**config.mk**
```make
export PLATFORM = sky130hd
export DESIGN_NAME = retire_unit_flat
export DESIGN_NICKNAME = d
export VERILOG_FILES = /design/src/rtl/rob_pkg.sv /design/src/rtl/rob_if.sv /design/src/rtl/retire_unit.sv /design/src/flat_wrapper.sv
export VERILOG_INCLUDE_DIRS = /design/src /design/src/rtl
export SDC_FILE = /design/constraint.sdc
export NUM_CORES = 2
export LEC_CHECK = 0
export BUFFER_PORTS_ARGS = -buffer_cell sky130_fd_sc_hd__buf_2
export CORE_UTILIZATION = 55
export CTS_BUF_LIST = sky130_fd_sc_hd__clkbuf_2
export CTS_CLUSTER_SIZE = 40
export DETAILED_ROUTE_END_ITERATION = 7
export PLACE_DENSITY = 0.71
export SYNTH_ARGS = -nofsm -noshare
export SYNTH_HDL_FRONTEND = slang
export SYNTH_SLANG_ARGS = --single-unit
```
**constraint.sdc**
```tcl
create_clock -name clock -period 3.87 [get_ports clock]
set_clock_uncertainty 0.1 [all_clocks]
set_input_delay 0.1935 -clock clock [delete_from_list [all_inputs] [get_ports clock]]
set_output_delay 0.1935 -clock clock [all_outputs]
set_load 0.005 [all_outputs]
```
**src/rtl/rob_defs.svh**
```systemverilog
`ifndef ROB_DEFS_SVH
`define ROB_DEFS_SVH

// Reorder buffer geometry
`define ROB_DEPTH     16
`define ROB_IDX_W     4
`define ISSUE_WIDTH   2
`define RETIRE_WIDTH  2

// Architectural state
`define REG_COUNT     32
`define REG_W         5
`define DATA_W        32

`endif

```
**src/rtl/rob_pkg.sv**
```systemverilog
`include "rob_defs.svh"

package rob_pkg;

  typedef enum logic [1:0] {
    OP_NOP,
    OP_ALU,
    OP_LOAD,
    OP_STORE
  } opcode_e;

  // Retire decision for the current cycle
  typedef enum logic [1:0] {
    RET_IDLE,
    RET_ONE,
    RET_TWO
  } retire_state_e;

  typedef struct packed {
    logic [`REG_W-1:0]  dest_reg;
    logic               dest_used;
    logic [`DATA_W-1:0] result;
  } rob_entry_t;

  typedef struct packed {
    logic                  from_rf;
    logic [`ROB_IDX_W-1:0] slot;
  } src_info_t;

endpackage

```
**src/rtl/rob_if.sv**
```systemverilog
`include "rob_defs.svh"


// Reorder buffer head to retire unit
interface rob_retire_if import rob_pkg::*; ();
  rob_entry_t [`RETIRE_WIDTH-1:0]    head_entry;
  logic [`RETIRE_WIDTH-1:0]          head_valid;
  logic                              empty;
  logic                              consume;
  logic [$clog2(`RETIRE_WIDTH)-1:0]  consume_count;

  modport buffer (
    output head_entry, head_valid, empty,
    input  consume, consume_count
  );

  modport consumer (
    input  head_entry, head_valid, empty,
    output consume, consume_count
  );
endinterface

```
**src/rtl/retire_unit.sv**
```systemverilog
`include "rob_defs.svh"

module retire_unit import rob_pkg::*; (
  input  logic               clock,
  input  logic               reset_n,
  rob_retire_if.consumer     retire,
  input  logic [`REG_W-1:0]  rf_addr_i,
  output logic [`DATA_W-1:0] rf_data_o
);

  retire_state_e              state;
  logic [`RETIRE_WIDTH-1:0]   retiring;
  logic [`DATA_W-1:0]         regs [`REG_COUNT];

  // Second head valid only when it lies inside occupancy
  always_comb begin
    state = RET_IDLE;
    if (!retire.empty && retire.head_valid[0]) begin
      if (retire.head_valid[1]) begin
        state = RET_TWO;
      end else begin
        state = RET_ONE;
      end
    end
  end

  assign retiring[0] = (state != RET_IDLE);
  assign retiring[1] = (state == RET_TWO);

  assign retire.consume       = retiring[0];
  assign retire.consume_count = retiring[1];

  always_ff @(posedge clock, negedge reset_n) begin
    if (!reset_n) begin
      for (int r = 0; r < `REG_COUNT; r++) begin
        regs[r] <= '0;
      end
    end else begin
      // Program order, so the younger result lands last
      for (int i = 0; i < `RETIRE_WIDTH; i++) begin
        if (retiring[i] && retire.head_entry[i].dest_used &&
            (retire.head_entry[i].dest_reg != '0)) begin
          regs[retire.head_entry[i].dest_reg] <= retire.head_entry[i].result;
        end
      end
    end
  end

  // r0 is hard-wired
  assign rf_data_o = (rf_addr_i == '0) ? '0 : regs[rf_addr_i];

endmodule

```
**src/flat_wrapper.sv**
```systemverilog
// flat-port wrapper written by rule: the top's interface ports become plain ports
module retire_unit_flat import rob_pkg::*;
  (clock, reset_n, rf_addr_i, rf_data_o, retire_head_entry, retire_head_valid, retire_empty, retire_consume, retire_consume_count);
  rob_retire_if retire_i ();
  input  logic clock;
  input  logic reset_n;
  input  logic [`REG_W-1:0] rf_addr_i;
  output logic [`DATA_W-1:0] rf_data_o;
  input wire logic [$bits(retire_i.head_entry)-1:0] retire_head_entry;
  input wire logic [$bits(retire_i.head_valid)-1:0] retire_head_valid;
  input wire logic [$bits(retire_i.empty)-1:0] retire_empty;
  output wire logic [$bits(retire_i.consume)-1:0] retire_consume;
  output wire logic [$bits(retire_i.consume_count)-1:0] retire_consume_count;
  assign retire_i.head_entry = retire_head_entry;
  assign retire_i.head_valid = retire_head_valid;
  assign retire_i.empty = retire_empty;
  assign retire_consume = retire_i.consume;
  assign retire_consume_count = retire_i.consume_count;
  retire_unit u_core (.clock(clock), .reset_n(reset_n), .retire(retire_i), .rf_addr_i(rf_addr_i), .rf_data_o(rf_data_o));
endmodule
```
[Word-level counts from Yosys, hierarchy flattened]
Index checks and enable logic that the tools add are counted.
Word-level totals
  flip-flop bits (word level): 1024
Cells by class
  equal/unequal tests: 1
  bitwise gates (word level): 3
  multiplexer cells: 14
  $lt $le $gt $ge: 5
  reductions and logical operators: 12
Operator list (count)
  bitwise mux 1024 bit: 2
  two-way mux 1024 bit: 2
  demux 32 bit (select 5 bit): 2
  binary-select mux 32 bit (select 5 bit): 1
  two-way mux 32 bit: 5
  >= comparator 6 bit, second input constant: 3
  inverter 5 -> 6 bit: 3
  < comparator 6 x 1 -> 1 bit, second input constant: 2
  nonzero test 5 bit: 2
  logical AND 1 bit: 7
  zero test 5 bit: 1
  two-way mux 2 bit: 2
  equality test 2 bit, second input constant: 1
  nonzero test 2 bit: 1
  zero test 1 bit: 1

[Depth between registers and ports, before layout]
  word-level depth: 9
  mapped depth: 10

[Least setup slack after synthesis]
OpenSTA, ideal clock, no wires.
  path type: input to output
  start: input port rf_addr_i[0]
  end: output port rf_data_o[0]
  required time: 3577 ps
  setup slack: 1825 ps
  arrival time: 1752 ps
  buffers on the path: 3
  stages: 6
  cell sequence: buf_6 buf_6 buf_2 mux4_2 a2111oi_1 nor3_1
Between the ends
  word-level cells in the longest chain between the ends: 5
RTL lines
  start: declaration: RTL line flat_wrapper.sv:7  | input logic [`REG_W-1:0] rf_addr_i;
  inverter 5 -> 6 bit (implied by the code): RTL line retire_unit.sv:50  | assign rf_data_o = (rf_addr_i == '0) ? '0 : regs[rf_addr_i];
  binary-select mux 32 bit (select 5 bit): RTL line retire_unit.sv:50
  two-way mux 32 bit (implied by the code) (2 in series): RTL line retire_unit.sv:50
  two-way mux 32 bit (*): RTL line retire_unit.sv:50
  end: declaration: RTL line flat_wrapper.sv:8  | output logic [`DATA_W-1:0] rf_data_o;
Mark *: on every way between the ends. The rest lies on a longest branch, timed or not. The select of a mux whose other input is x is not followed.

[Final worst setup path]
  start: input port retire_head_entry[36]
  end: register u_core.regs[977] in the netlist's numbering
Between the ends
  word-level cells in the longest chain between the ends: 9
RTL lines
  start: declaration: RTL line flat_wrapper.sv:9  | input wire logic [$bits(retire_i.head_entry)-1:0] retire_head_entry;
  inverter 5 -> 6 bit (implied by the code): RTL line retire_unit.sv:43  | regs[retire.head_entry[i].dest_reg] <= retire.head_entry[i].result;
  >= comparator 6 bit (implied by the code) or < comparator 6 x 1 -> 1 bit (tied branches): RTL line retire_unit.sv:43
  logical AND 1 bit (implied by the code): RTL line retire_unit.sv:43
  two-way mux 32 bit (implied by the code): RTL line retire_unit.sv:43
  demux 32 bit (select 5 bit): RTL line retire_unit.sv:43
  bitwise mux 1024 bit: RTL line retire_unit.sv:43
  two-way mux 1024 bit (*): RTL line retire_unit.sv:41  | if (retiring[i] && retire.head_entry[i].dest_used &&
  bitwise mux 1024 bit: RTL line retire_unit.sv:43
  two-way mux 1024 bit (*): RTL line retire_unit.sv:41
  end signal: indexed assignment: RTL line retire_unit.sv:43
  end: declaration: RTL line retire_unit.sv:13  | logic [`DATA_W-1:0] regs [`REG_COUNT];
Mark *: on every way between the ends. The rest lies on a longest branch, timed or not.

==> out/metrics.json <==
{
  "outcome": {
    "run_status": "complete, but fails checks",
    "violated_checks": "setup timing"
  },
  "finish": {
    "proportion_of_layout_cells_with_a_drive_suffix_above_1": 0.178,
    "area_added_between_synthesis_and_finish_pct": 12.7,
    "post-route-cell-area_um2": 63300,
    "design.final.nets": 5670,
    "fillers": 7925,
    "reg.largest.list": "u_core.regs x1024",
    "largest_register_ffs": 1024,
    "max_flop_register": "u_core.regs"
  },
  "synthesis": {
    "netlist_instances": 5341,
    "post_synth_instance_area_um2": 56200,
    "dominant_combinational_cell_family_by_area_after_synthesis": "multiplexers",
    "ys_types": 52,
    "adder_cell_area_share_of_the_yosys_netlist": 0,
    "synthSimpleGateAreaFrac": 0.0902,
    "synth_compound_gate_area_share": 0.119,
    "yosysSeqAreaShare": 0.456,
    "yosys-mux-area-fraction": 0.278,
    "yosys_warnings": 0,
    "synthArstFlopShare": 1.00,
    "post_synth_xor_area_fraction": 0,
    "synth_area_per_cell_um2": 10.5,
    "ys_dominant_reg_cell": "sky130_fd_sc_hd__dfrtp_1",
    "synth_enable_flop_cells": 0,
    "synth_seq_cells": 1024,
    "syn-num-nets": 5427
  },
  "cts": {
    "clk_transition_reported_paths_ns": 0.11,
    "tritoncts_sinks": 1024,
    "cts_inserted_buffers": 286,
    "number_of_levels_the_h_tree_was_split_into": 5,
    "tritoncts": "built",
    "clock-root-buffer": "sky130_fd_sc_hd__clkbuf_2",
    "worst_skew_pair.late_latency_ns": 1.53,
    "cts_setup_buffers": 0,
    "cts.path.max_buffers": 4
  },
  "critical_path": {
    "signal_arrival_time_at_the_worst_endpoint_ns": 5.27,
    "critPathTopFamily": "buffers and inverters",
    "crit_type": "primary input to flop",
    "crit_buf_inv": 8,
    "cp_most_frequent_cell": "sky130_fd_sc_hd__dlygate4sd3_1",
    "timing.critical_path.fanout_max": 9,
    "worst_setup_path_end_kind": "flop",
    "critPathSlowestCell": "sky130_fd_sc_hd__dlygate4sd3_1",
    "startpoint_type": "primary input",
    "critical_path_required_ns": 5.22,
    "timing.critical_path.cells": "dlygate4sd3_1 > dlygate4sd3_1 > buf_2 > dlygate4sd3_1 > nor3_4 > buf_4 > nand3_4 > buf_4 > dlygate4sd3_1 > mux2i_1 > o21ai_0 > dlygate4sd3_1",
    "critical-path-max-stage-delay_ns": 0.90
  },
  "pwr": {
    "p_per_area_nw_per_um2": 391,
    "power.ir.vdd_worst_mv": 0.292,
    "static-leakage-power_nw": 28.4,
    "fin_total_pwr_mw": 24.7
  },
  "global_route": {
    "grt_max_degree": 99,
    "gr-max-usage-layer": "met2",
    "gr-total-overflow": 0,
    "grt_first_pass_wirelength_um": 296000,
    "gr-usage-met2": 0.575,
    "number_of_global_route_vias_before_repair": 45781,
    "grt.met3_usage": 0.104,
    "grt_antenna_before_repair": 4,
    "grt.met1_usage": 0.520,
    "total_grt_usage": 0.389
  },
  "route": {
    "drtAntennaViolNets": 0,
    "num_vias": 45974,
    "post_drt_wl_per_cell_um": 28.2,
    "firstDrtPassIters": 8,
    "drt-initial-drc-count": 6436,
    "viasPerCell": 6.46,
    "drc": 0,
    "drt_wl_total_um": 201000
  },
  "placed_design": {
    "gp_congestion": 0.856,
    "placement.cell_area_um2": 57300,
    "buffer_ports.inserted": 119,
    "pre_cts_slack_ns": 0.419,
    "place.detailed.hpwl_um": 104000
  },
  "timing": {
    "maxClockFrequency_ghz": 0.255,
    "fin_crit_ns": 3.92,
    "fin_ws_ns": -0.0524,
    "hold_viol_final": 0,
    "maxSlewHeadroom": 0.135,
    "tightestPinTransition_ns": 1.29,
    "hold_ws_ns": 0.0873,
    "period_share": 1.01,
    "report.final.setup_viol": 1,
    "report.final.slew_viol_count": 0
  },
  "floorplanning": {
    "die_height_um": 322,
    "io_count": 120,
    "placeableCoreArea_um2": 101000,
    "floorplan.initialDensity": 0.558,
    "num_rows": 116,
    "fp.dieW_um": 322,
    "die-area_um2": 103000
  },
  "worst_hold_path": {
    "hold_path_class": "primary input to flop"
  },
  "flow_run": {
    "max-cap-violations": 0
  }
}
## worst paths after layout
check | slack (ns) | cells after the start | to | start
min reg2reg | 0.28 | 0 | u_core.regs[1008] | u_core.regs[1008]
max in group asynchronous | 2.39 | 6 | u_core.regs[653] | reset_n
max | -0.05 | 12 | u_core.regs[977] | retire_head_entry[36]
min | 0.09 | 6 | u_core.regs[413] | retire_head_entry[67]
min in group asynchronous | 0.26 | 5 | u_core.regs[746] | reset_n
max reg2reg | 1.87 | 4 | u_core.regs[672] | u_core.regs[672]
## cell usage in the layout (no fill, tap or decap), drive strengths merged, types with 8 or more instances in the layout
cell,n
a2111oi,36
a211oi,19
a21oi,281
a22o,35
a22oi,27
buf,299
clkbuf,423
clkinv,22
dfrtp,1024
diode,8
dlygate4sd3,302
inv,9
mux2,9
mux2i,1139
mux4,183
nand2,754
nand3,20
nand3b,9
nor2,260
nor2b,9
nor3,18
nor4,30
o21ai,736
o221ai,20
o22ai,35
or4,8
## power breakdown
part / internal (mW) / switching [mW]
combinational: 1.95 / 2.16
sequential: 12.0 / 0.739
clock: 3.17 / 4.68
total: 17.1 / 7.58
## per-layer routing
layer  vias up  routed length, um
met4         2              11400
met3       723              23400
met5         -                 13
li1      19582                  -
met1     22491              77100
met2      3176              88600
## worst register-to-register path, stage by stage, from the launching register on
cell	delay [ns]
sky130_fd_sc_hd__dfrtp_1	0.40
sky130_fd_sc_hd__mux2i_1	0.15
sky130_fd_sc_hd__dlygate4sd3_1	0.60
sky130_fd_sc_hd__o21ai_0	0.07
sky130_fd_sc_hd__dlygate4sd3_1	0.58
## metrics by stage
stage	TNS [ns]	util	cells
floorplan	0	-	5341
CTS	0	0.629	7109
detailed placement	0	0.570	6326
global route	-0.0734	0.629	7116
global placement	0	0.570	6326
finish	-0.0524	0.629	7117
## logic make-up after synthesis
logic type             count (synthesis)
buffers and inverters                649
AND/OR/NAND/NOR                     1132
multiplexers                        1331
AO/OA/AOI/OAI                       1205
flip-flops                          1024
## cell usage after synthesis, types with 2 or more instances
cell	instances	area [um^2]
sky130_fd_sc_hd__mux2i_1	1139	11400
sky130_fd_sc_hd__dfrtp_1	1024	25600
sky130_fd_sc_hd__nand2_1	753	2830
sky130_fd_sc_hd__o21ai_0	562	2810
sky130_fd_sc_hd__clkbuf_1	418	1570
sky130_fd_sc_hd__a21oi_1	281	1410
sky130_fd_sc_hd__nor2_1	260	976
sky130_fd_sc_hd__mux4_2	183	4120
sky130_fd_sc_hd__o21ai_1	174	871
sky130_fd_sc_hd__buf_2	133	666
sky130_fd_sc_hd__buf_6	48	541
sky130_fd_sc_hd__buf_4	41	308
sky130_fd_sc_hd__a22o_1	35	307
sky130_fd_sc_hd__o22ai_1	35	219
sky130_fd_sc_hd__a22oi_1	27	203
sky130_fd_sc_hd__nor4_4	27	574
sky130_fd_sc_hd__nand3_1	20	100
sky130_fd_sc_hd__o221ai_1	20	175
sky130_fd_sc_hd__a211oi_1	19	143
sky130_fd_sc_hd__a2111oi_2	17	255
sky130_fd_sc_hd__a2111oi_0	11	96.3
sky130_fd_sc_hd__mux2_2	9	101
sky130_fd_sc_hd__nand3b_1	9	67.6
sky130_fd_sc_hd__nor2b_1	9	56.3
sky130_fd_sc_hd__a2111oi_1	8	80.1
sky130_fd_sc_hd__or4_1	8	60.1
sky130_fd_sc_hd__a311oi_1	7	61.3
sky130_fd_sc_hd__nor3_2	7	70.1
sky130_fd_sc_hd__a21boi_0	6	45.0
sky130_fd_sc_hd__nor3_4	6	97.6
sky130_fd_sc_hd__nor3_1	5	25.0
sky130_fd_sc_hd__nor3b_1	5	37.5
sky130_fd_sc_hd__buf_1	4	15.0
sky130_fd_sc_hd__and2_1	3	18.8
sky130_fd_sc_hd__nand2b_1	3	18.8
sky130_fd_sc_hd__or3b_1	3	26.3
sky130_fd_sc_hd__a221oi_1	2	17.5
sky130_fd_sc_hd__and3_1	2	12.5
sky130_fd_sc_hd__nand4b_1	2	17.5
sky130_fd_sc_hd__nor4_1	2	12.5
sky130_fd_sc_hd__or3_1	2	12.5
sky130_fd_sc_hd__or3b_2	2	17.5
## layout make-up
class | count | area, um^2 | share of cell area
antenna | 8 | 20.0 | 0.000316
sequential | 1024 | 25600 | 0.405
timing repair buffer | 601 | 5900 | 0.0932
multi-input combinational | 3668 | 27700 | 0.437
tap | 1357 | 1700 | 0.0268
inverter | 3 | 13.8 | 0.000217
clock buffer | 423 | 2120 | 0.0334
clock inverter | 33 | 260 | 0.00411
## repair_timing
action	in CTS	in global routing
hold buffers	327	0
pin swaps	1	0
endpoints found under the hold margin	2016	0
gates resized for setup	6	3
endpoints found under the setup margin	2	4
Note: power is estimated with default switching activity, not from simulation.
