### src/rtl/rob_defs.svh
`ifndef ROB_DEFS_SVH
`define ROB_DEFS_SVH

// Reorder buffer geometry
`define ROB_DEPTH     16
`define ROB_IDX_W     4
`define ISSUE_WIDTH   2
`define RETIRE_WIDTH  2

// Architectural state
`define REG_COUNT     32
`define REG_W         5
`define DATA_W        32

`endif

### src/rtl/rob_pkg.sv
`include "rob_defs.svh"

package rob_pkg;

  typedef enum logic [1:0] {
    OP_NOP,
    OP_ALU,
    OP_LOAD,
    OP_STORE
  } opcode_e;

  // Retire decision for the current cycle
  typedef enum logic [1:0] {
    RET_IDLE,
    RET_ONE,
    RET_TWO
  } retire_state_e;

  typedef struct packed {
    logic [`REG_W-1:0]  dest_reg;
    logic               dest_used;
    logic [`DATA_W-1:0] result;
  } rob_entry_t;

  typedef struct packed {
    logic                  from_rf;
    logic [`ROB_IDX_W-1:0] slot;
  } src_info_t;

endpackage

### src/rtl/rob_if.sv
`include "rob_defs.svh"

// Dispatch to reorder buffer, reservation and rename lookup
interface rob_alloc_if import rob_pkg::*; ();
  logic                                    reserve;
  logic [$clog2(`ISSUE_WIDTH)-1:0]         reserve_count;
  logic [`ISSUE_WIDTH-1:0][`REG_W-1:0]     dest_reg;
  logic [`ISSUE_WIDTH-1:0]                 dest_used;
  logic [`ISSUE_WIDTH-1:0][`REG_W-1:0]     src_a;
  logic [`ISSUE_WIDTH-1:0][`REG_W-1:0]     src_b;
  logic                                    full;
  logic [`ISSUE_WIDTH-1:0][`ROB_IDX_W-1:0] slots;
  src_info_t [`ISSUE_WIDTH-1:0]            fwd_a;
  src_info_t [`ISSUE_WIDTH-1:0]            fwd_b;

  modport producer (
    output reserve, reserve_count, dest_reg, dest_used, src_a, src_b,
    input  full
  );

  modport buffer (
    input  reserve, reserve_count, dest_reg, dest_used, src_a, src_b,
    output full, slots, fwd_a, fwd_b
  );
endinterface


### src/rtl/dispatch_stage.sv
`include "rob_defs.svh"

module dispatch_stage import rob_pkg::*; (
  input  logic                                clock,
  input  logic                                reset_n,
  input  logic                                issue_valid_i,
  input  opcode_e [`ISSUE_WIDTH-1:0]          issue_op_i,
  input  logic [`ISSUE_WIDTH-1:0][`REG_W-1:0] issue_dest_i,
  input  logic [`ISSUE_WIDTH-1:0][`REG_W-1:0] issue_src_a_i,
  input  logic [`ISSUE_WIDTH-1:0][`REG_W-1:0] issue_src_b_i,
  input  logic                                flush_i,
  output logic                                stall_o,
  output logic                                alloc_o,
  rob_alloc_if.producer                       alloc
);

  logic                                pending;
  logic                                accept;
  opcode_e [`ISSUE_WIDTH-1:0]          op_q;
  logic [`ISSUE_WIDTH-1:0][`REG_W-1:0] dest_q;
  logic [`ISSUE_WIDTH-1:0][`REG_W-1:0] src_a_q;
  logic [`ISSUE_WIDTH-1:0][`REG_W-1:0] src_b_q;

  // Held group waits here while the buffer is full
  assign stall_o = pending & alloc.full;
  assign accept  = issue_valid_i & ~stall_o;
  assign alloc_o = pending & ~alloc.full & ~flush_i;

  always_ff @(posedge clock, negedge reset_n) begin
    if (!reset_n) begin
      pending <= 1'b0;
    end else if (accept) begin
      pending <= 1'b1;
    end else if (alloc_o || flush_i) begin
      pending <= 1'b0;
    end
  end

  always_ff @(posedge clock) begin
    if (accept) begin
      op_q    <= issue_op_i;
      dest_q  <= issue_dest_i;
      src_a_q <= issue_src_a_i;
      src_b_q <= issue_src_b_i;
    end
  end

  // Only ALU and load write back, never to r0
  always_comb begin
    for (int i = 0; i < `ISSUE_WIDTH; i++) begin
      alloc.dest_used[i] = ((op_q[i] == OP_ALU) || (op_q[i] == OP_LOAD)) &&
                           (dest_q[i] != '0);
    end
  end

  // Lane 0 always takes a slot, count reaches the last non-NOP lane
  always_comb begin
    alloc.reserve_count = '0;
    for (int i = 1; i < `ISSUE_WIDTH; i++) begin
      if (op_q[i] != OP_NOP) begin
        alloc.reserve_count = i[$clog2(`ISSUE_WIDTH)-1:0];
      end
    end
  end

  assign alloc.reserve  = pending;
  assign alloc.dest_reg = dest_q;
  assign alloc.src_a    = src_a_q;
  assign alloc.src_b    = src_b_q;

endmodule

### src/flat_wrapper.sv
// flat-port wrapper written by rule: the top's interface ports become plain ports
module dispatch_stage_flat import rob_pkg::*;
  (clock, reset_n, issue_valid_i, issue_op_i, issue_dest_i, issue_src_a_i, issue_src_b_i, flush_i, stall_o, alloc_o, alloc_reserve, alloc_reserve_count, alloc_dest_reg, alloc_dest_used, alloc_src_a, alloc_src_b, alloc_full);
  rob_alloc_if alloc_i ();
  input  logic clock;
  input  logic reset_n;
  input  logic issue_valid_i;
  input  opcode_e [`ISSUE_WIDTH-1:0] issue_op_i;
  input  logic [`ISSUE_WIDTH-1:0][`REG_W-1:0] issue_dest_i;
  input  logic [`ISSUE_WIDTH-1:0][`REG_W-1:0] issue_src_a_i;
  input  logic [`ISSUE_WIDTH-1:0][`REG_W-1:0] issue_src_b_i;
  input  logic flush_i;
  output logic stall_o;
  output logic alloc_o;
  output wire logic [$bits(alloc_i.reserve)-1:0] alloc_reserve;
  output wire logic [$bits(alloc_i.reserve_count)-1:0] alloc_reserve_count;
  output wire logic [$bits(alloc_i.dest_reg)-1:0] alloc_dest_reg;
  output wire logic [$bits(alloc_i.dest_used)-1:0] alloc_dest_used;
  output wire logic [$bits(alloc_i.src_a)-1:0] alloc_src_a;
  output wire logic [$bits(alloc_i.src_b)-1:0] alloc_src_b;
  input wire logic [$bits(alloc_i.full)-1:0] alloc_full;
  assign alloc_reserve = alloc_i.reserve;
  assign alloc_reserve_count = alloc_i.reserve_count;
  assign alloc_dest_reg = alloc_i.dest_reg;
  assign alloc_dest_used = alloc_i.dest_used;
  assign alloc_src_a = alloc_i.src_a;
  assign alloc_src_b = alloc_i.src_b;
  assign alloc_i.full = alloc_full;
  dispatch_stage u_core (.clock(clock), .reset_n(reset_n), .issue_valid_i(issue_valid_i), .issue_op_i(issue_op_i), .issue_dest_i(issue_dest_i), .issue_src_a_i(issue_src_a_i), .issue_src_b_i(issue_src_b_i), .flush_i(flush_i), .stall_o(stall_o), .alloc_o(alloc_o), .alloc(alloc_i));
endmodule
### config.mk
export PLATFORM = sky130hd
export DESIGN_NAME = dispatch_stage_flat
export DESIGN_NICKNAME = d
export VERILOG_FILES = /design/src/rtl/rob_pkg.sv /design/src/rtl/rob_if.sv /design/src/rtl/dispatch_stage.sv /design/src/flat_wrapper.sv
export VERILOG_INCLUDE_DIRS = /design/src /design/src/rtl
export SDC_FILE = /design/constraint.sdc
export NUM_CORES = 1
export LEC_CHECK = 0
export ABC_CLOCK_PERIOD_IN_PS = 4100
export BUFFER_PORTS_ARGS = -buffer_cell sky130_fd_sc_hd__buf_4
export CAP_MARGIN = 20
export CORE_MARGIN = 2
export CORE_UTILIZATION = 40
export CTS_CLUSTER_SIZE = 28
export DETAILED_ROUTE_END_ITERATION = 7
export GPL_TIMING_DRIVEN = 0
export PLACE_DENSITY = 0.77
export SLEW_MARGIN = 40
export SYNTH_ARGS = -nofsm -noshare
export SYNTH_HDL_FRONTEND = slang
export SYNTH_SLANG_ARGS = --single-unit
### constraint.sdc
create_clock -name clock -period 4.1 [get_ports clock]
set_clock_uncertainty 0.05 [all_clocks]
set_input_delay 0.615 -clock clock [delete_from_list [all_inputs] [get_ports clock]]
set_output_delay 0.615 -clock clock [all_outputs]
set_load 0.05 [all_outputs]
* Yosys cells after proc, flatten, opt, wreduce, memory -nomap -nowiden *
Cells that the tools add are included.

operators by class
  div/mod/pow operators = 0
  equal/unequal tests = 4
  multiplexer cells = 3
  add/subtract/negate cells = 0
  magnitude comparators = 0
  bitwise logic cells = 7
  multipliers = 0
  shifts and indexed selects = 0
  reduce and logical (&&, ||, !) cells = 9

operator list
  cell                  count
  $reduce_bool A5 Y1    2
  $and A1 B1 Y1         4
  $eq A2 B1 Y1 const B  2
  $eq A2 B2 Y1 const B  2
  $reduce_bool A2 Y1    2
  $logic_or A1 B1 Y1    3
  $mux W1               3
  $not A1 Y1            3
  $logic_and A1 B1 Y1   2

word-level totals
  ROM bits = 0
  bits in registers = 35
  output and inout port bits = 36
  RAM bits = 0
  word-level logic and storage cells = 32
  memories = 0
  latch bits = 0

* Depth between registers and ports, before layout *
  word-level depth = 6
  gate-level depth with buffers = 3
  gate-level depth less buffers = 3

* Worst setup path before layout *
OpenSTA, ideal clock, no wires.

  path type = input port to flip-flop
  start point = input issue_valid_i
  end point = register u_core.dest_q, in the netlist u_core.alloc.dest_reg[0], enable pin
  required time = 3569 ps
  slack = 377 ps
  arrival time = 3192 ps
  stages on the path = 1
  buffers on the path = 0
  cells stage by stage = a21boi_0

on the way
  word-level cells in the longest chain between the ends = 1

RTL lines
  what                  line                  source
  start, declared       flat_wrapper.sv:7     input logic issue_valid_i;
  $and A1 B1 Y1         dispatch_stage.sv:26  assign accept = issue_valid_i & ~stall_o;
  end signal, assigned  dispatch_stage.sv:42  dest_q <= issue_dest_i;
  end, declared         dispatch_stage.sv:20  logic [`ISSUE_WIDTH-1:0][`REG_W-1:0] dest_q;

Every way passes these cells.
A chain may end at the register's enable or synchronous reset.

* Worst setup path in the final report *
  start point = register u_core.dest_q, in the netlist u_core.alloc.dest_reg[5]
  end point = output alloc_dest_used[1]

on the way
  word-level cells in the longest chain between the ends = 2

RTL lines
  what                 line                  source
  $reduce_bool A5 Y1   dispatch_stage.sv:52  (dest_q[i] != '0);
  $logic_and A1 B1 Y1  dispatch_stage.sv:51  alloc.dest_used[i] = ((op_q[i] == OP_ALU) || (op_q[i] == OP_LOAD)) &&
  end, declared        flat_wrapper.sv:18    output wire logic [$bits(alloc_i.dest_used)-1:0] alloc_dest_used;

Every way passes these cells.

==> impl_table.tex <==
\begin{tabular}{lr}
\hline
Metric & Value \\
\hline
\multicolumn{2}{l}{\textbf{Power and ir drop}} \\
Relative contribution of the clock network to total power & 0.288 \\
Maximum VDD drop & 0.427 mV \\
Sequential power share & 0.512 \\
Switching part of the total & 0.272 \\
Cell-internal power & $\sim$0.00061 W \\
Combinational Power Share & 0.200 \\
Switching pwr & 0.000226 W \\
Power per Cell Area & 447 nW/µm² \\
Static leakage power & 0.812 nW \\
Total design power & 0.000833 W \\
\multicolumn{2}{l}{\textbf{Synthesis}} \\
Part of the Yosys area used for sequential elements & 0.918 \\
Synth cell types & 14 \\
Synth warn & 0 \\
Number of flip-flops and latches in the synthesized netlist & 35 \\
Number of instances in the synthesized netlist & 50 \\
Mean instance size in the synthesized netlist & around 23 µm² \\
Net count of the mapped netlist & 90 \\
Cell area after technology mapping & 1140 µm² \\
\multicolumn{2}{l}{\textbf{Global route}} \\
Global-route usage over all layers & 0.145 \\
Global-route met3 utilization & 0.0998 \\
M2 GR Usage & 0.237 \\
GR peak layer & met2 \\
Antenna violations before repair & 0 \\
Vias in the first global route & approximately 820 \\
Global-route wire length before repair & $\sim$3400 µm \\
Largest net degree at the start of global routing & 20 \\
Total congestion overflow & 0 \\
Global-route met1 utilization & 0.130 \\
\multicolumn{2}{l}{\textbf{Finish}} \\
Non-filler cells, final & 165 \\
Synthesis-to-finish area growth & 63.6\% \\
Area of all placed cells without fillers & 1860 µm² \\
Antenna fix cells & 0 \\
Fill cell count & 188 \\
Sequential cell area & 1050 µm² \\
Layout Utilization & 0.682 \\
Commonest cells after routing, fill and taps aside & sky130\_fd\_sc\_hd\_\_buf\_4 (74), sky130\_fd\_sc\_hd\_\_edfxtp\_1 (34), sky130\_fd\_sc\_hd\_\_clkbuf\_4 (5) \\
Area of combinational cells with multiple inputs & 90.1 µm² \\
Final layout net count & roughly 170 \\
Commonest non-fill, non-tap cell in the layout & sky130\_fd\_sc\_hd\_\_buf\_4 \\
Fraction of final layout cells with drive strength greater than 1 & 0.627 \\
\multicolumn{2}{l}{\textbf{Routing}} \\
Total length of routed wires & roughly 2300 µm \\
1st-iter DRT viols & 8 \\
Vias per cell & 4.57 \\
Detailed-routing iteration count for the pre-antenna-repair pass & 3 \\
Vias after detailed routing & approximately 750 \\
DR WL/cell & 13.8 µm \\
Count of unresolved DRC violations after routing & 0 \\
Post-route ant nets & 0 \\
\multicolumn{2}{l}{\textbf{Setup path}} \\
Required time of the critical path & 3.43 ns \\
Setup Crit Path Kind & reg -> out \\
Crit end category & output port \\
Startpoint of the most critical register-to-register path & u\_core.alloc.reserve \\
CP Data Arrival Time & 1.60 ns \\
Critical Path Start & u\_core.alloc.dest\_reg[5] \\
Critical-path maximum fanout & 2 \\
Kind of start point of the critical path & register \\
\multicolumn{2}{l}{\textbf{Clocking}} \\
Deepest clock path buffer count & 2 \\
Clock slew seen by the registers of the worst setup and hold paths & 0.11 ns \\
Buffer count from post-CTS setup fixing & 0 \\
Number of cells upsized or downsized after cts & 0 \\
Clock tree from TritonCTS & built \\
Clock latency of the later-clocked register in the worst-skew pair & around 0.33 ns \\
Htree depth & 2 \\
CTS buffer count & 5 \\
Root buffer cell & sky130\_fd\_sc\_hd\_\_clkbuf\_4 \\
Num Clock Sinks & 35 \\
\multicolumn{2}{l}{\textbf{Min path}} \\
Startpoint of the lowest-slack hold path & issue\_src\_b\_i[6] \\
Path class of the lowest-slack min-delay path & in -> reg \\
\multicolumn{2}{l}{\textbf{Floorplan}} \\
Die Y & 57.4 µm \\
Ports placed on the boundary & 75 \\
Die Wd & 57.4 µm \\
Initial Util & 0.417 \\
Full die area & 3290 µm² \\
Site row count & 19 \\
Core footprint & 2730 µm² \\
\multicolumn{2}{l}{\textbf{Placed design}} \\
Port buffer count & 74 \\
Half-perimeter wire length after detailed placement & approximately 1800 µm \\
Worst setup slack after placement & 2.18 ns \\
Placed cell count & about 160 \\
Cell area after placement & 1770 µm² \\
Placer congestion estimate & 0.699 \\
\multicolumn{2}{l}{\textbf{STA}} \\
Ratio of final minimum period to clock period & 0.552 \\
Maximum clock rate & 442 MHz \\
Shortest period the worst path allows & $\sim$2.3 ns \\
Max-slew violations & 0 \\
Number of setup violations in the final report & 0 \\
Tightest Pin Transition & 0.644 ns \\
RSZ-0062 raised after global routing & false \\
Remaining max-slew budget at the tightest pin & 0.570 \\
Crit path setup slack, layout & approximately 1.8 ns \\
Hold Vio Cnt, Final & 0 \\
\multicolumn{2}{l}{\textbf{Run}} \\
Number of maximum-capacitance constraint violations & 0 \\
\multicolumn{2}{l}{\textbf{Status}} \\
Result of the run & completed \\
\hline
\end{tabular}
[through the flow]
step	TNS (ns)	hold WS [ns]
floorplan	0	0.269
global placement	-16.75	0.341
detailed placement	0	0.344
CTS	0	0.392
global route	0	0.382
finish	0	0.403
[cell type report]
type / count / area share
flip-flops and latches: 35 / 0.561
repair buffers: 76 / 0.318
multi-input cells: 11 / 0.0483
clock inverters: 3 / 0.0235
well taps: 31 / 0.0208
clock buffers: 5 / 0.0201
inverters: 4 / 0.00805
[Yosys cell counts]
cell,instances,area share
sky130_fd_sc_hd__nor3_1,1,0.0044
sky130_fd_sc_hd__dfrtp_1,1,0.022
sky130_fd_sc_hd__nor2_1,1,0.0033
sky130_fd_sc_hd__nor3b_1,1,0.0066
sky130_fd_sc_hd__a21oi_1,1,0.0044
sky130_fd_sc_hd__a21o_1,1,0.0066
sky130_fd_sc_hd__xnor2_1,1,0.0077
sky130_fd_sc_hd__a21boi_0,1,0.0066
sky130_fd_sc_hd__and2_1,1,0.0055
sky130_fd_sc_hd__ha_1,1,0.011
sky130_fd_sc_hd__o21a_1,1,0.0066
sky130_fd_sc_hd__edfxtp_1,34,0.90
sky130_fd_sc_hd__inv_1,4,0.013
sky130_fd_sc_hd__or4_1,1,0.0066
[cell families (layout without fill, tap and decap cells)]
logic type / count (synthesis) / count (layout) / synth area share
buf+inv: 4 / 88 / 0.0132
flops: 35 / 35 / 0.918
fa+ha+maj: 1 / 1 / 0.0110
xor+xnor: 1 / 1 / 0.00769
simple gates: 5 / 5 / 0.0263
compound gates: 4 / 4 / 0.0242
[path summary, 6_finish.rpt]
kind	endpoint	slack, ns	cells after the start
max	alloc_dest_used[1]	1.84	3
min	u_core.alloc.src_b[6]	0.40	1
max reg2reg	u_core.alloc.dest_reg[3]	2.53	2
min reg2reg	u_core.alloc.reserve	0.68	2
max in group asynchronous	u_core.alloc.reserve	3.37	2
min in group asynchronous	u_core.alloc.reserve	0.55	2
[critical path: stages (launching register included)]
cell                       delay [ns]
sky130_fd_sc_hd__edfxtp_1        0.40
sky130_fd_sc_hd__or4_1           0.52
sky130_fd_sc_hd__o21a_1          0.18
sky130_fd_sc_hd__buf_4           0.18
[metal layers]
layer | wire length (µm) | up-vias
met1 | 727 | 333
met2 | 1140 | 54
met3 | 344 | 7
met4 | 63 | 0
met5 | 0 | -
li1 | - | 360
[power by group through the flow]
stage / registers, W / logic [W] / clock network (W)
CTS: 0.000427 / 0.000168 / 0.000247
finish: 0.000426 / 0.000166 / 0.000240
global route: 0.000429 / 0.000173 / 0.000260
global placement: 0.000436 / 0.000159 / 0
floorplan: 0.000502 / 0.0000286 / 0
detailed placement: 0.000435 / 0.000167 / 0
[repair_timing]
action / CTS / global route
endpoints found under the setup margin: 0 / 0
hold buffers: 1 / 0
endpoints found under the hold margin: 1 / 0
Note: power is estimated with default switching activity, not from simulation.
