<file path="config.mk">
export PLATFORM = sky130hd
export DESIGN_NAME = reorder_buffer_flat
export DESIGN_NICKNAME = d
export VERILOG_FILES = /design/src/rtl/rob_pkg.sv /design/src/rtl/rob_if.sv /design/src/rtl/reorder_buffer.sv /design/src/flat_wrapper.sv
export VERILOG_INCLUDE_DIRS = /design/src /design/src/rtl
export SDC_FILE = /design/constraint.sdc
export NUM_CORES = 2
export LEC_CHECK = 0
export BUFFER_PORTS_ARGS = -buffer_cell sky130_fd_sc_hd__buf_2
export CORE_ASPECT_RATIO = 1.5
export CORE_MARGIN = 2
export CORE_UTILIZATION = 63
export DETAILED_ROUTE_END_ITERATION = 16
export PLACE_DENSITY = 0.81
export SYNTH_ARGS = -nofsm -noshare
export SYNTH_HDL_FRONTEND = slang
export SYNTH_SLANG_ARGS = --single-unit
</file>
<file path="constraint.sdc">
create_clock -name clock -period 5 [get_ports clock]
set_input_delay 0.75 -clock clock [delete_from_list [all_inputs] [get_ports clock]]
set_output_delay 0.75 -clock clock [all_outputs]
set_load 0.01 [all_outputs]
</file>
<file path="src/rtl/rob_defs.svh">
`ifndef ROB_DEFS_SVH
`define ROB_DEFS_SVH

// Reorder buffer geometry
`define ROB_DEPTH     16
`define ROB_IDX_W     4
`define ISSUE_WIDTH   2
`define RETIRE_WIDTH  2

// Architectural state
`define REG_COUNT     32
`define REG_W         5
`define DATA_W        32

`endif

</file>
<file path="src/rtl/rob_pkg.sv">
`include "rob_defs.svh"

package rob_pkg;

  typedef enum logic [1:0] {
    OP_NOP,
    OP_ALU,
    OP_LOAD,
    OP_STORE
  } opcode_e;

  // Retire decision for the current cycle
  typedef enum logic [1:0] {
    RET_IDLE,
    RET_ONE,
    RET_TWO
  } retire_state_e;

  typedef struct packed {
    logic [`REG_W-1:0]  dest_reg;
    logic               dest_used;
    logic [`DATA_W-1:0] result;
  } rob_entry_t;

  typedef struct packed {
    logic                  from_rf;
    logic [`ROB_IDX_W-1:0] slot;
  } src_info_t;

endpackage

</file>
<file path="src/rtl/rob_if.sv">
`include "rob_defs.svh"

// Dispatch to reorder buffer, reservation and rename lookup
interface rob_alloc_if import rob_pkg::*; ();
  logic                                    reserve;
  logic [$clog2(`ISSUE_WIDTH)-1:0]         reserve_count;
  logic [`ISSUE_WIDTH-1:0][`REG_W-1:0]     dest_reg;
  logic [`ISSUE_WIDTH-1:0]                 dest_used;
  logic [`ISSUE_WIDTH-1:0][`REG_W-1:0]     src_a;
  logic [`ISSUE_WIDTH-1:0][`REG_W-1:0]     src_b;
  logic                                    full;
  logic [`ISSUE_WIDTH-1:0][`ROB_IDX_W-1:0] slots;
  src_info_t [`ISSUE_WIDTH-1:0]            fwd_a;
  src_info_t [`ISSUE_WIDTH-1:0]            fwd_b;

  modport producer (
    output reserve, reserve_count, dest_reg, dest_used, src_a, src_b,
    input  full
  );

  modport buffer (
    input  reserve, reserve_count, dest_reg, dest_used, src_a, src_b,
    output full, slots, fwd_a, fwd_b
  );
endinterface

// Reorder buffer head to retire unit
interface rob_retire_if import rob_pkg::*; ();
  rob_entry_t [`RETIRE_WIDTH-1:0]    head_entry;
  logic [`RETIRE_WIDTH-1:0]          head_valid;
  logic                              empty;
  logic                              consume;
  logic [$clog2(`RETIRE_WIDTH)-1:0]  consume_count;

  modport buffer (
    output head_entry, head_valid, empty,
    input  consume, consume_count
  );

  modport consumer (
    input  head_entry, head_valid, empty,
    output consume, consume_count
  );
endinterface

</file>
<file path="src/rtl/reorder_buffer.sv">
`include "rob_defs.svh"

module reorder_buffer import rob_pkg::*; (
  input  logic                                    clock,
  input  logic                                    reset_n,
  rob_alloc_if.buffer                             alloc,
  rob_retire_if.buffer                            retire,
  input  logic [`ISSUE_WIDTH-1:0]                 wb_valid_i,
  input  logic [`ISSUE_WIDTH-1:0][`ROB_IDX_W-1:0] wb_slot_i,
  input  logic [`ISSUE_WIDTH-1:0][`DATA_W-1:0]    wb_data_i,
  input  logic                                    flush_i,
  input  logic [`ROB_IDX_W-1:0]                   flush_idx_i,
  output logic [`ROB_IDX_W:0]                     used_count_o,
  output logic                                    empty_o
);

  localparam int IDX_W = `ROB_IDX_W;
  localparam int CNT_W = `ROB_IDX_W + 1;

  rob_entry_t          entries [`ROB_DEPTH];
  logic [`ROB_DEPTH-1:0] valid;
  logic [IDX_W-1:0]    ins_ptr;
  logic [IDX_W-1:0]    ext_ptr;
  logic [CNT_W-1:0]    used_count;

  // Rename table, one entry per architectural register
  logic                rn_in_file [`REG_COUNT];
  logic [IDX_W-1:0]    rn_slot    [`REG_COUNT];

  logic                reserve_ok;
  logic                consume_ok;
  logic [CNT_W-1:0]    res_num;
  logic [CNT_W-1:0]    con_num;
  logic [IDX_W-1:0]    drop_gap;
  logic [IDX_W-1:0]    head_idx [`RETIRE_WIDTH];

  assign reserve_ok = alloc.reserve & ~alloc.full & ~flush_i;
  assign consume_ok = retire.consume & ~empty_o;

  assign res_num  = reserve_ok ? CNT_W'(alloc.reserve_count) + CNT_W'(1) : '0;
  assign con_num  = consume_ok ? CNT_W'(retire.consume_count) + CNT_W'(1) : '0;

  // Entries younger than the delay slot
  assign drop_gap = ins_ptr - flush_idx_i - IDX_W'(2);

  assign alloc.full   = (used_count > CNT_W'(`ROB_DEPTH - `ISSUE_WIDTH));
  assign empty_o      = (used_count == '0);
  assign retire.empty = empty_o;
  assign used_count_o = used_count;

  function automatic src_info_t lookup(input logic [`REG_W-1:0] src, input int lane);
    src_info_t info;
    info.from_rf = rn_in_file[src];
    info.slot    = rn_slot[src];
    // Older lanes of the same group take priority
    for (int k = 0; k < lane; k++) begin
      if (alloc.dest_used[k] && (alloc.dest_reg[k] == src)) begin
        info.from_rf = 1'b0;
        info.slot    = alloc.slots[k];
      end
    end
    return info;
  endfunction

  always_comb begin
    for (int i = 0; i < `ISSUE_WIDTH; i++) begin
      alloc.slots[i] = ins_ptr + IDX_W'(i);
    end
    for (int i = 0; i < `ISSUE_WIDTH; i++) begin
      alloc.fwd_a[i] = lookup(alloc.src_a[i], i);
      alloc.fwd_b[i] = lookup(alloc.src_b[i], i);
    end
  end

  always_comb begin
    for (int i = 0; i < `RETIRE_WIDTH; i++) begin
      head_idx[i]          = ext_ptr + IDX_W'(i);
      retire.head_entry[i] = entries[head_idx[i]];
      // Stale valid bits past the occupied range are masked
      retire.head_valid[i] = valid[head_idx[i]] && (used_count > CNT_W'(i));
    end
  end

  always_ff @(posedge clock, negedge reset_n) begin
    if (!reset_n) begin
      ins_ptr    <= '0;
      ext_ptr    <= '0;
      used_count <= '0;
    end else begin
      ext_ptr <= ext_ptr + con_num[IDX_W-1:0];
      if (flush_i) begin
        // Branch and delay slot stay in the buffer
        ins_ptr    <= flush_idx_i + IDX_W'(2);
        used_count <= used_count - CNT_W'(drop_gap) - con_num;
      end else begin
        ins_ptr    <= ins_ptr + res_num[IDX_W-1:0];
        used_count <= used_count + res_num - con_num;
      end
    end
  end

  always_ff @(posedge clock, negedge reset_n) begin
    if (!reset_n) begin
      valid <= '0;
    end else begin
      for (int i = 0; i < `ISSUE_WIDTH; i++) begin
        if (wb_valid_i[i]) begin
          valid[wb_slot_i[i]] <= 1'b1;
        end
      end
      // New reservations start out pending
      for (int i = 0; i < `ISSUE_WIDTH; i++) begin
        if (reserve_ok && (i <= int'(alloc.reserve_count))) begin
          valid[alloc.slots[i]] <= 1'b0;
        end
      end
    end
  end

  always_ff @(posedge clock) begin
    for (int i = 0; i < `ISSUE_WIDTH; i++) begin
      if (reserve_ok && (i <= int'(alloc.reserve_count))) begin
        entries[alloc.slots[i]].dest_reg  <= alloc.dest_reg[i];
        entries[alloc.slots[i]].dest_used <= alloc.dest_used[i];
      end
      if (wb_valid_i[i]) begin
        entries[wb_slot_i[i]].result <= wb_data_i[i];
      end
    end
  end

  always_ff @(posedge clock, negedge reset_n) begin
    if (!reset_n) begin
      for (int r = 0; r < `REG_COUNT; r++) begin
        rn_in_file[r] <= 1'b1;
        rn_slot[r]    <= '0;
      end
    end else begin
      // Release only if no younger writer took the register
      if (consume_ok) begin
        for (int i = 0; i < `RETIRE_WIDTH; i++) begin
          if ((i <= int'(retire.consume_count)) && entries[head_idx[i]].dest_used &&
              (rn_slot[entries[head_idx[i]].dest_reg] == head_idx[i])) begin
            rn_in_file[entries[head_idx[i]].dest_reg] <= 1'b1;
          end
        end
      end
      // New writers override any release in the same cycle
      if (reserve_ok) begin
        for (int i = 0; i < `ISSUE_WIDTH; i++) begin
          if ((i <= int'(alloc.reserve_count)) && alloc.dest_used[i]) begin
            rn_in_file[alloc.dest_reg[i]] <= 1'b0;
            rn_slot[alloc.dest_reg[i]]    <= alloc.slots[i];
          end
        end
      end
    end
  end

endmodule

</file>
<file path="src/flat_wrapper.sv">
// flat-port wrapper written by rule: the top's interface ports become plain ports
module reorder_buffer_flat import rob_pkg::*;
  (clock, reset_n, wb_valid_i, wb_slot_i, wb_data_i, flush_i, flush_idx_i, used_count_o, empty_o, alloc_reserve, alloc_reserve_count, alloc_dest_reg, alloc_dest_used, alloc_src_a, alloc_src_b, alloc_full, alloc_slots, alloc_fwd_a, alloc_fwd_b, retire_head_entry, retire_head_valid, retire_empty, retire_consume, retire_consume_count);
  rob_alloc_if alloc_i ();
  rob_retire_if retire_i ();
  input  logic clock;
  input  logic reset_n;
  input  logic [`ISSUE_WIDTH-1:0] wb_valid_i;
  input  logic [`ISSUE_WIDTH-1:0][`ROB_IDX_W-1:0] wb_slot_i;
  input  logic [`ISSUE_WIDTH-1:0][`DATA_W-1:0] wb_data_i;
  input  logic flush_i;
  input  logic [`ROB_IDX_W-1:0] flush_idx_i;
  output logic [`ROB_IDX_W:0] used_count_o;
  output logic empty_o;
  input wire logic [$bits(alloc_i.reserve)-1:0] alloc_reserve;
  input wire logic [$bits(alloc_i.reserve_count)-1:0] alloc_reserve_count;
  input wire logic [$bits(alloc_i.dest_reg)-1:0] alloc_dest_reg;
  input wire logic [$bits(alloc_i.dest_used)-1:0] alloc_dest_used;
  input wire logic [$bits(alloc_i.src_a)-1:0] alloc_src_a;
  input wire logic [$bits(alloc_i.src_b)-1:0] alloc_src_b;
  output wire logic [$bits(alloc_i.full)-1:0] alloc_full;
  output wire logic [$bits(alloc_i.slots)-1:0] alloc_slots;
  output wire logic [$bits(alloc_i.fwd_a)-1:0] alloc_fwd_a;
  output wire logic [$bits(alloc_i.fwd_b)-1:0] alloc_fwd_b;
  output wire logic [$bits(retire_i.head_entry)-1:0] retire_head_entry;
  output wire logic [$bits(retire_i.head_valid)-1:0] retire_head_valid;
  output wire logic [$bits(retire_i.empty)-1:0] retire_empty;
  input wire logic [$bits(retire_i.consume)-1:0] retire_consume;
  input wire logic [$bits(retire_i.consume_count)-1:0] retire_consume_count;
  assign alloc_i.reserve = alloc_reserve;
  assign alloc_i.reserve_count = alloc_reserve_count;
  assign alloc_i.dest_reg = alloc_dest_reg;
  assign alloc_i.dest_used = alloc_dest_used;
  assign alloc_i.src_a = alloc_src_a;
  assign alloc_i.src_b = alloc_src_b;
  assign alloc_full = alloc_i.full;
  assign alloc_slots = alloc_i.slots;
  assign alloc_fwd_a = alloc_i.fwd_a;
  assign alloc_fwd_b = alloc_i.fwd_b;
  assign retire_head_entry = retire_i.head_entry;
  assign retire_head_valid = retire_i.head_valid;
  assign retire_empty = retire_i.empty;
  assign retire_i.consume = retire_consume;
  assign retire_i.consume_count = retire_consume_count;
  reorder_buffer u_core (.clock(clock), .reset_n(reset_n), .alloc(alloc_i), .retire(retire_i), .wb_valid_i(wb_valid_i), .wb_slot_i(wb_slot_i), .wb_data_i(wb_data_i), .flush_i(flush_i), .flush_idx_i(flush_idx_i), .used_count_o(used_count_o), .empty_o(empty_o));
endmodule
</file>
# --- Word level (Yosys, flattened, before mapping) ---
# Memory sizes are Yosys's and may differ from the RTL's.
# Cells that the tools add are included.
word_totals:
  wordCells: 242
  regBits: 189
  mem_bits_rw: 608
  mem_count: 1
  input_bits: 117
  out_inout_bits: 114
memory_table:
  columns: ["memory", "depth", "word_bits", "read_ports", "rd_ports_with_merged_regs", "wr", "line_no", "text"]
  rows:
  - ["u_core.entries", 16, 38, 2, 0, 4, "reorder_buffer.sv:20", "rob_entry_t entries [`ROB_DEPTH];"]
classes:
  order_cmp: 27
  mux: 85
  eq_ne: 4
  n_bitwise: 26
  reduce_logical: 18
  n_addsub: 13
ops:
  columns: ["cell", "count"]
  rows:
  - ["$mux W128", 3]
  - ["$bwmux W128", 2]
  - ["$mux W32", 8]
  - ["$bmux W4 S5", 6]
  - ["$and A32 B32 Y32", 2]
  - ["$mux W16", 4]
  - ["$not A32 Y32", 2]
  - ["$or A32 B32 Y32", 2]
  - ["$mux W4", 15]
  - ["$ge A6 B6 Y1 const B", 8]
  - ["$not A5 Y6", 8]
  - ["$demux W4 S5", 2]
  - ["$and A16 B16 Y16", 2]
  - ["$not A16 Y16", 2]
  - ["$or A16 B16 Y16", 2]
  - ["$lt A4 B5 Y1 const B", 6]
  - ["$mux W1", 26]
  - ["$mux W5", 5]
  - ["$lt A6 B1 Y1 const B", 4]
  - ["$bmux W1 S5", 4]
  - ["$demux W1 S5", 4]
  - ["$logic_and A1 B1 Y1", 17]
  - ["$demux W1 S4", 4]
  - ["$ge A4 B1 Y1 const B", 4]
  - ["other kinds (18)", 31]

# --- Logic depth before layout (Yosys ltp) ---
# An unclocked memory read counts as a cell.
depth:
  word_depth: 18
  mapped_depth: 19
  mapped_depth_nobuf: 16

# --- Least setup slack after synthesis ---
# No wires, ideal clock.
synth_timing:
  path_type: "reg-to-output"
  from: "register u_core.ext_ptr[0]"
  to: "output port retire_head_entry[0]"
  t_required_ps: 4250
  setup_slack_ps: 904
  n_path_buf: 7
  t_arrival_ps: 3346
  stages_incl_launch_ff: 10
  path_cell_list: "dfrtp_1 > buf_6 > buf_6 > buf_4 > buf_1 > clkbuf_1 > buf_1 > clkbuf_1 > mux4_2 > mux4_2"
synth_between:
  elab_chain_len: 1
synth_rtl:
  columns: ["element", "line_no", "text"]
  rows:
  - ["start: declaration", "reorder_buffer.sv:23", "logic [IDX_W-1:0] ext_ptr;"]
  - ["start signal: assignment", "reorder_buffer.sv:90", "ext_ptr <= ext_ptr + con_num[IDX_W-1:0];"]
  - ["$mem_v2 Z16 W38", null, null]
  - ["end: declaration", "flat_wrapper.sv:25", "output wire logic [$bits(retire_i.head_entry)-1:0] retire_head_entry;"]
# No other way between the ends.

# --- Worst setup path after layout ---
layout_timing:
  from: "register u_core.ext_ptr[1]"
  to: "register u_core.rn_in_file[16] (netlist name)"
layout_between:
  elab_chain_len: 18
  elab_cells_between_ends: 37
  cone_classes: "add/sub (1); order compare (4); eq/ne (2); mux (18); bitwise (6); reduce/logical (5); memory (1)"
layout_rtl:
  columns: ["element", "line_no", "text"]
  rows:
  - ["branches (longest 10 deep; another with $mem_v2 Z16 W38)", null, null]
  - ["$mux W32 *", "reorder_buffer.sv:142", "if ((i <= int'(retire.consume_count)) && entries[head_idx[i]].dest_used &&"]
  - ["$mux W32 *", "reorder_buffer.sv:140", "if (consume_ok) begin"]
  - ["$and A32 B32 Y32 (no line)", null, null]
  - ["$mux W32", "reorder_buffer.sv:151", "if ((i <= int'(alloc.reserve_count)) && alloc.dest_used[i]) begin"]
  - ["$mux W32", "reorder_buffer.sv:149", "if (reserve_ok) begin"]
  - ["$and A32 B32 Y32 (no line)", null, null]
  - ["$mux W32", "reorder_buffer.sv:151", null]
  - ["$mux W32 *", "reorder_buffer.sv:149", null]
  - ["end: declaration", "reorder_buffer.sv:27", "logic rn_in_file [`REG_COUNT];"]
# Mark *: on every way between the ends. The select of a mux whose other input is x is not followed.
# A chain may end at the register's enable or synchronous reset.

==> reports/metrics.yaml <==
power_and_ir_drop:
  ir_drop_mv: 0.527
  leakage_nw: 20.6
  powerDensity_nw_per_um2: 618
sta:
  fmax_mhz: 203
  max_slew_margin_pct: -1.47
  setup_tns_ns: 0
  finalSetupViolCount: 0
  worstMarginPinSlew_ns: 1.52
  skew_ns: 0.0365
  fin_crit_sh_pct: 98.3
  min_period_ns: 4.92
  grt_setup_unrepaired: "false"
  finalHoldViolCount: 0
  drv_slew: 3
worst_setup_path:
  crit_arrival_ns: 5.53
  cp_common_cell: "buf_4"
  slowest_stage: "mux4_2"
  r2r-end: "u_core.rn_in_file[16]"
  timing.rr.start: "u_core.ext_ptr[1]"
  crit_buf_inv: 5
  required_ns: 5.62
  r2r_cells: 17
  r2r_slack_ns: 0.08
  cp-end-kind: "register"
  path_class: "reg2reg"
  slowest_delay_ns: 0.53
  path_cells: "ha_4, mux4_2, mux2i_1, mux2_2, inv_2, buf_4, nor4_1, buf_4, o211ai_1, nand4_1, nor4_1, xnor2_1, and4b_4, buf_4, buf_4, a31oi_1, a21boi_0"
  critPathLaunchType: "register"
  crit_family: "multiplexers"
  worstPathMaxFanout: 18
global_routing:
  grt_pass1_wl_um: 293000
  grt_max_degree: 75
  grt.busiest_layer: "met2"
  antenna_found_initial: 17
  grt_use_total_pct: 47.0
  grtUsageMet1_pct: 53.7
  grtUsageMet2_pct: 72.8
  gr-total-overflow: 0
  grt.met3_usage_pct: 15.0
  grt_pass1_vias: 41124
yosys:
  syn_area_um2: 54000
  async_flop_share_pct: 23.7
  ys_warn_count: 0
  ys_ff_latch: 797
  synth-seq-area-share_pct: 42.7
  synthCells: 3905
  synthMuxAreaShare_pct: 39.3
  synth_ff_type: "edfxtp_1"
  synth_top_family_by_area: "multiplexers"
  synth_edf_count: 608
  synth_fa_ha_area_share_pct: 1.00
  avgSynthCellArea_um2: 13.8
  synthDistinctLibCells: 86
  synthSimpleGateAreaFrac_pct: 6.38
  synth_nets: 4061
  synth_compound_area_share_pct: 4.64
  synthXorXnorAreaFrac_pct: 2.18
floorplanning:
  rows: 131
  initial_core_util_pct: 63.6
  die_height_um: 362
  fp.dieW_um: 243
  io_pins: 231
  core_area_um2: 84900
  dieArea_um2: 88100
finish:
  syn2layout_area_growth_pct: 10.4
  final_cell_mix: "mux2_2, edfxtp_1, mux4_2"
  fin_cells: 5226
  final_common_cell: "mux2_2"
  drive_gt1_share_pct: 45.9
  nFillCells: 5599
  nNetsFinal: 4174
clock_network:
  cts_tree: "built"
  cts.sinks: 797
  clk_pin_slew_ns: 0.06
  cts_root_buf: "clkbuf_16"
  clock_path_buffers: 3
  cts_buffers: 80
  worstSkewPairLatency_ns: 0.71
  htree_levels: 3
placement:
  port-buffer-count: 230
  gp_congestion: 1.09
  post-dp-hpwl_um: 132000
  placed_cells: 5063
flow_run:
  cap_violations: 1
route:
  viasPerCell: 7.82
  drt-wirelength-per-cell_um: 39.0
  routed_wl_um: 204000
  drt_iter0_drc: 5365
  drc: 0
  ant_nets: 0
  vias: 40861
  dr.pass1.iters: 6
run_status:
  status: "finished with violations"
  violations: "capacitance limit, slew limit"
hold_path:
  hp-class: "in2async"
## flip-flops by register name, indices dropped and copies added, names as in the netlist
signal	cells
u_core.entries	608
u_core.ext_ptr	4
u_core.used_count_o	5
u_core.ins_ptr	4
u_core.rn_slot	128
u_core.valid	16
u_core.rn_in_file	32
## layer usage
layer	share of wire, %	vias to the layer above
li1	-	15710
met1	31	20395
met2	46	3648
met3	13	1098
met5	0.030	-
met4	10	10
## worst max path at each step
stage	startpoint	end	slack (ns)	cells after the start
2_1_floorplan	u_core.ext_ptr[0]	retire_head_entry[0]	0.90	9
3_3_place_gp	u_core.ext_ptr[1]	u_core.rn_in_file[16]	0.19	16
3_5_place_dp	u_core.ext_ptr[1]	u_core.rn_in_file[24]	0.15	15
4_1_cts	u_core.ext_ptr[1]	retire_head_entry[56]	0.08	7
5_1_grt	u_core.ext_ptr[0]	u_core.rn_in_file[4]	0.005	15
6_report	u_core.ext_ptr[1]	u_core.rn_in_file[16]	0.08	17
## cell usage after synthesis (all sizes together) (5+ instances only)
cell type  instances  share of area [%]
o211ai            56               0.85
nand2b            10               0.12
a211oi             5              0.070
nand4             65               0.75
mux2i            109                2.0
fa                 7               0.26
a21boi             7              0.097
nand3             38               0.38
and2              11               0.13
mux2             629                 13
buf              113                1.2
nor2b              7              0.081
nand3b            18               0.26
a31oi             14               0.16
inv              101               0.71
o22ai             10               0.12
o41ai             14               0.23
dfstp             32                1.6
xor2              44               0.75
o2111ai            7               0.11
xnor2             85                1.4
or3b               6              0.097
and4               5              0.081
a32oi              8               0.13
a21oi             47               0.44
nand2            329                2.3
clkbuf           281                2.0
and3               7              0.081
a221o              6               0.11
dfrtp            157                7.3
ha                32               0.74
a22oi             17               0.26
mux4             579                 24
nor2             195                1.4
o21ai            154                1.4
edfxtp           608                 34
a22o               7               0.13
nor3              15               0.14
nor4              24               0.31
## what timing repair did
| action | in CTS | in global routing |
|---|---|---|
| gates resized for setup | 9 | 12 |
| hold endpoints to repair | 0 | 0 |
| hold buffers | 0 | 0 |
| gates cloned | 1 | 0 |
| endpoints found under the setup margin | 44 | 33 |
| buffers inserted | 0 | 0 |
## cells by family (layout without fill, tap and decap cells)
kind of cell    count (synthesis)  in the layout
fa+ha+maj                      39             39
flops                         797            797
simple gates                  747            747
mux                          1317           1317
compound gates                381            381
buf+inv                       495            669
xor+xnor                      129            129
other cells                     0             17
## worst reg2reg max path: cells and delay by family, from the launching register on
kind            cells  cell delay [ns]
compound gates      3             0.42
fa+ha+maj           1             0.40
mux                 3             1.26
flops               1             0.52
xor+xnor            1             0.22
simple gates        4             1.03
buf+inv             5             0.97
## stage by stage
step           instance area, µm²  worst slack, ns  power, mW  util [%]  hold WS [ns]
5_1_grt                     59600          0.00513       37.8      70.2        0.0805
2_1_floorplan               54000            0.904       21.9         -         0.454
6_report                    59600           0.0845       36.8      70.2        0.0323
4_1_cts                     59500           0.0809       35.8      70.0        0.0642
3_5_place_dp                56800            0.149       29.4      66.9         0.510
3_3_place_gp                56800            0.195       29.2      66.9         0.498
## power by group
part	internal (mW)	leakage (nW)	switching, mW	total (mW)
clock	3.45	1.27	2.79	6.24
combinational	9.02	11.5	12.8	21.9
sequential	7.81	7.78	0.924	8.74
## cell type report
class                           count  area (µm²)  share of cell area, %
Clock buffer                      110        2180                   3.67
Timing Repair Buffer              425        2820                   4.73
Antenna cell                       17        42.5                 0.0714
Sequential cell                   797       23000                   38.7
Multi-Input combinational cell   2613       29300                   49.1
Clock inverter                     33         442                  0.741
Inverter                          101         384                  0.645
Tap cell                         1130        1410                   2.37
Note: power is estimated with default switching activity, not from simulation.
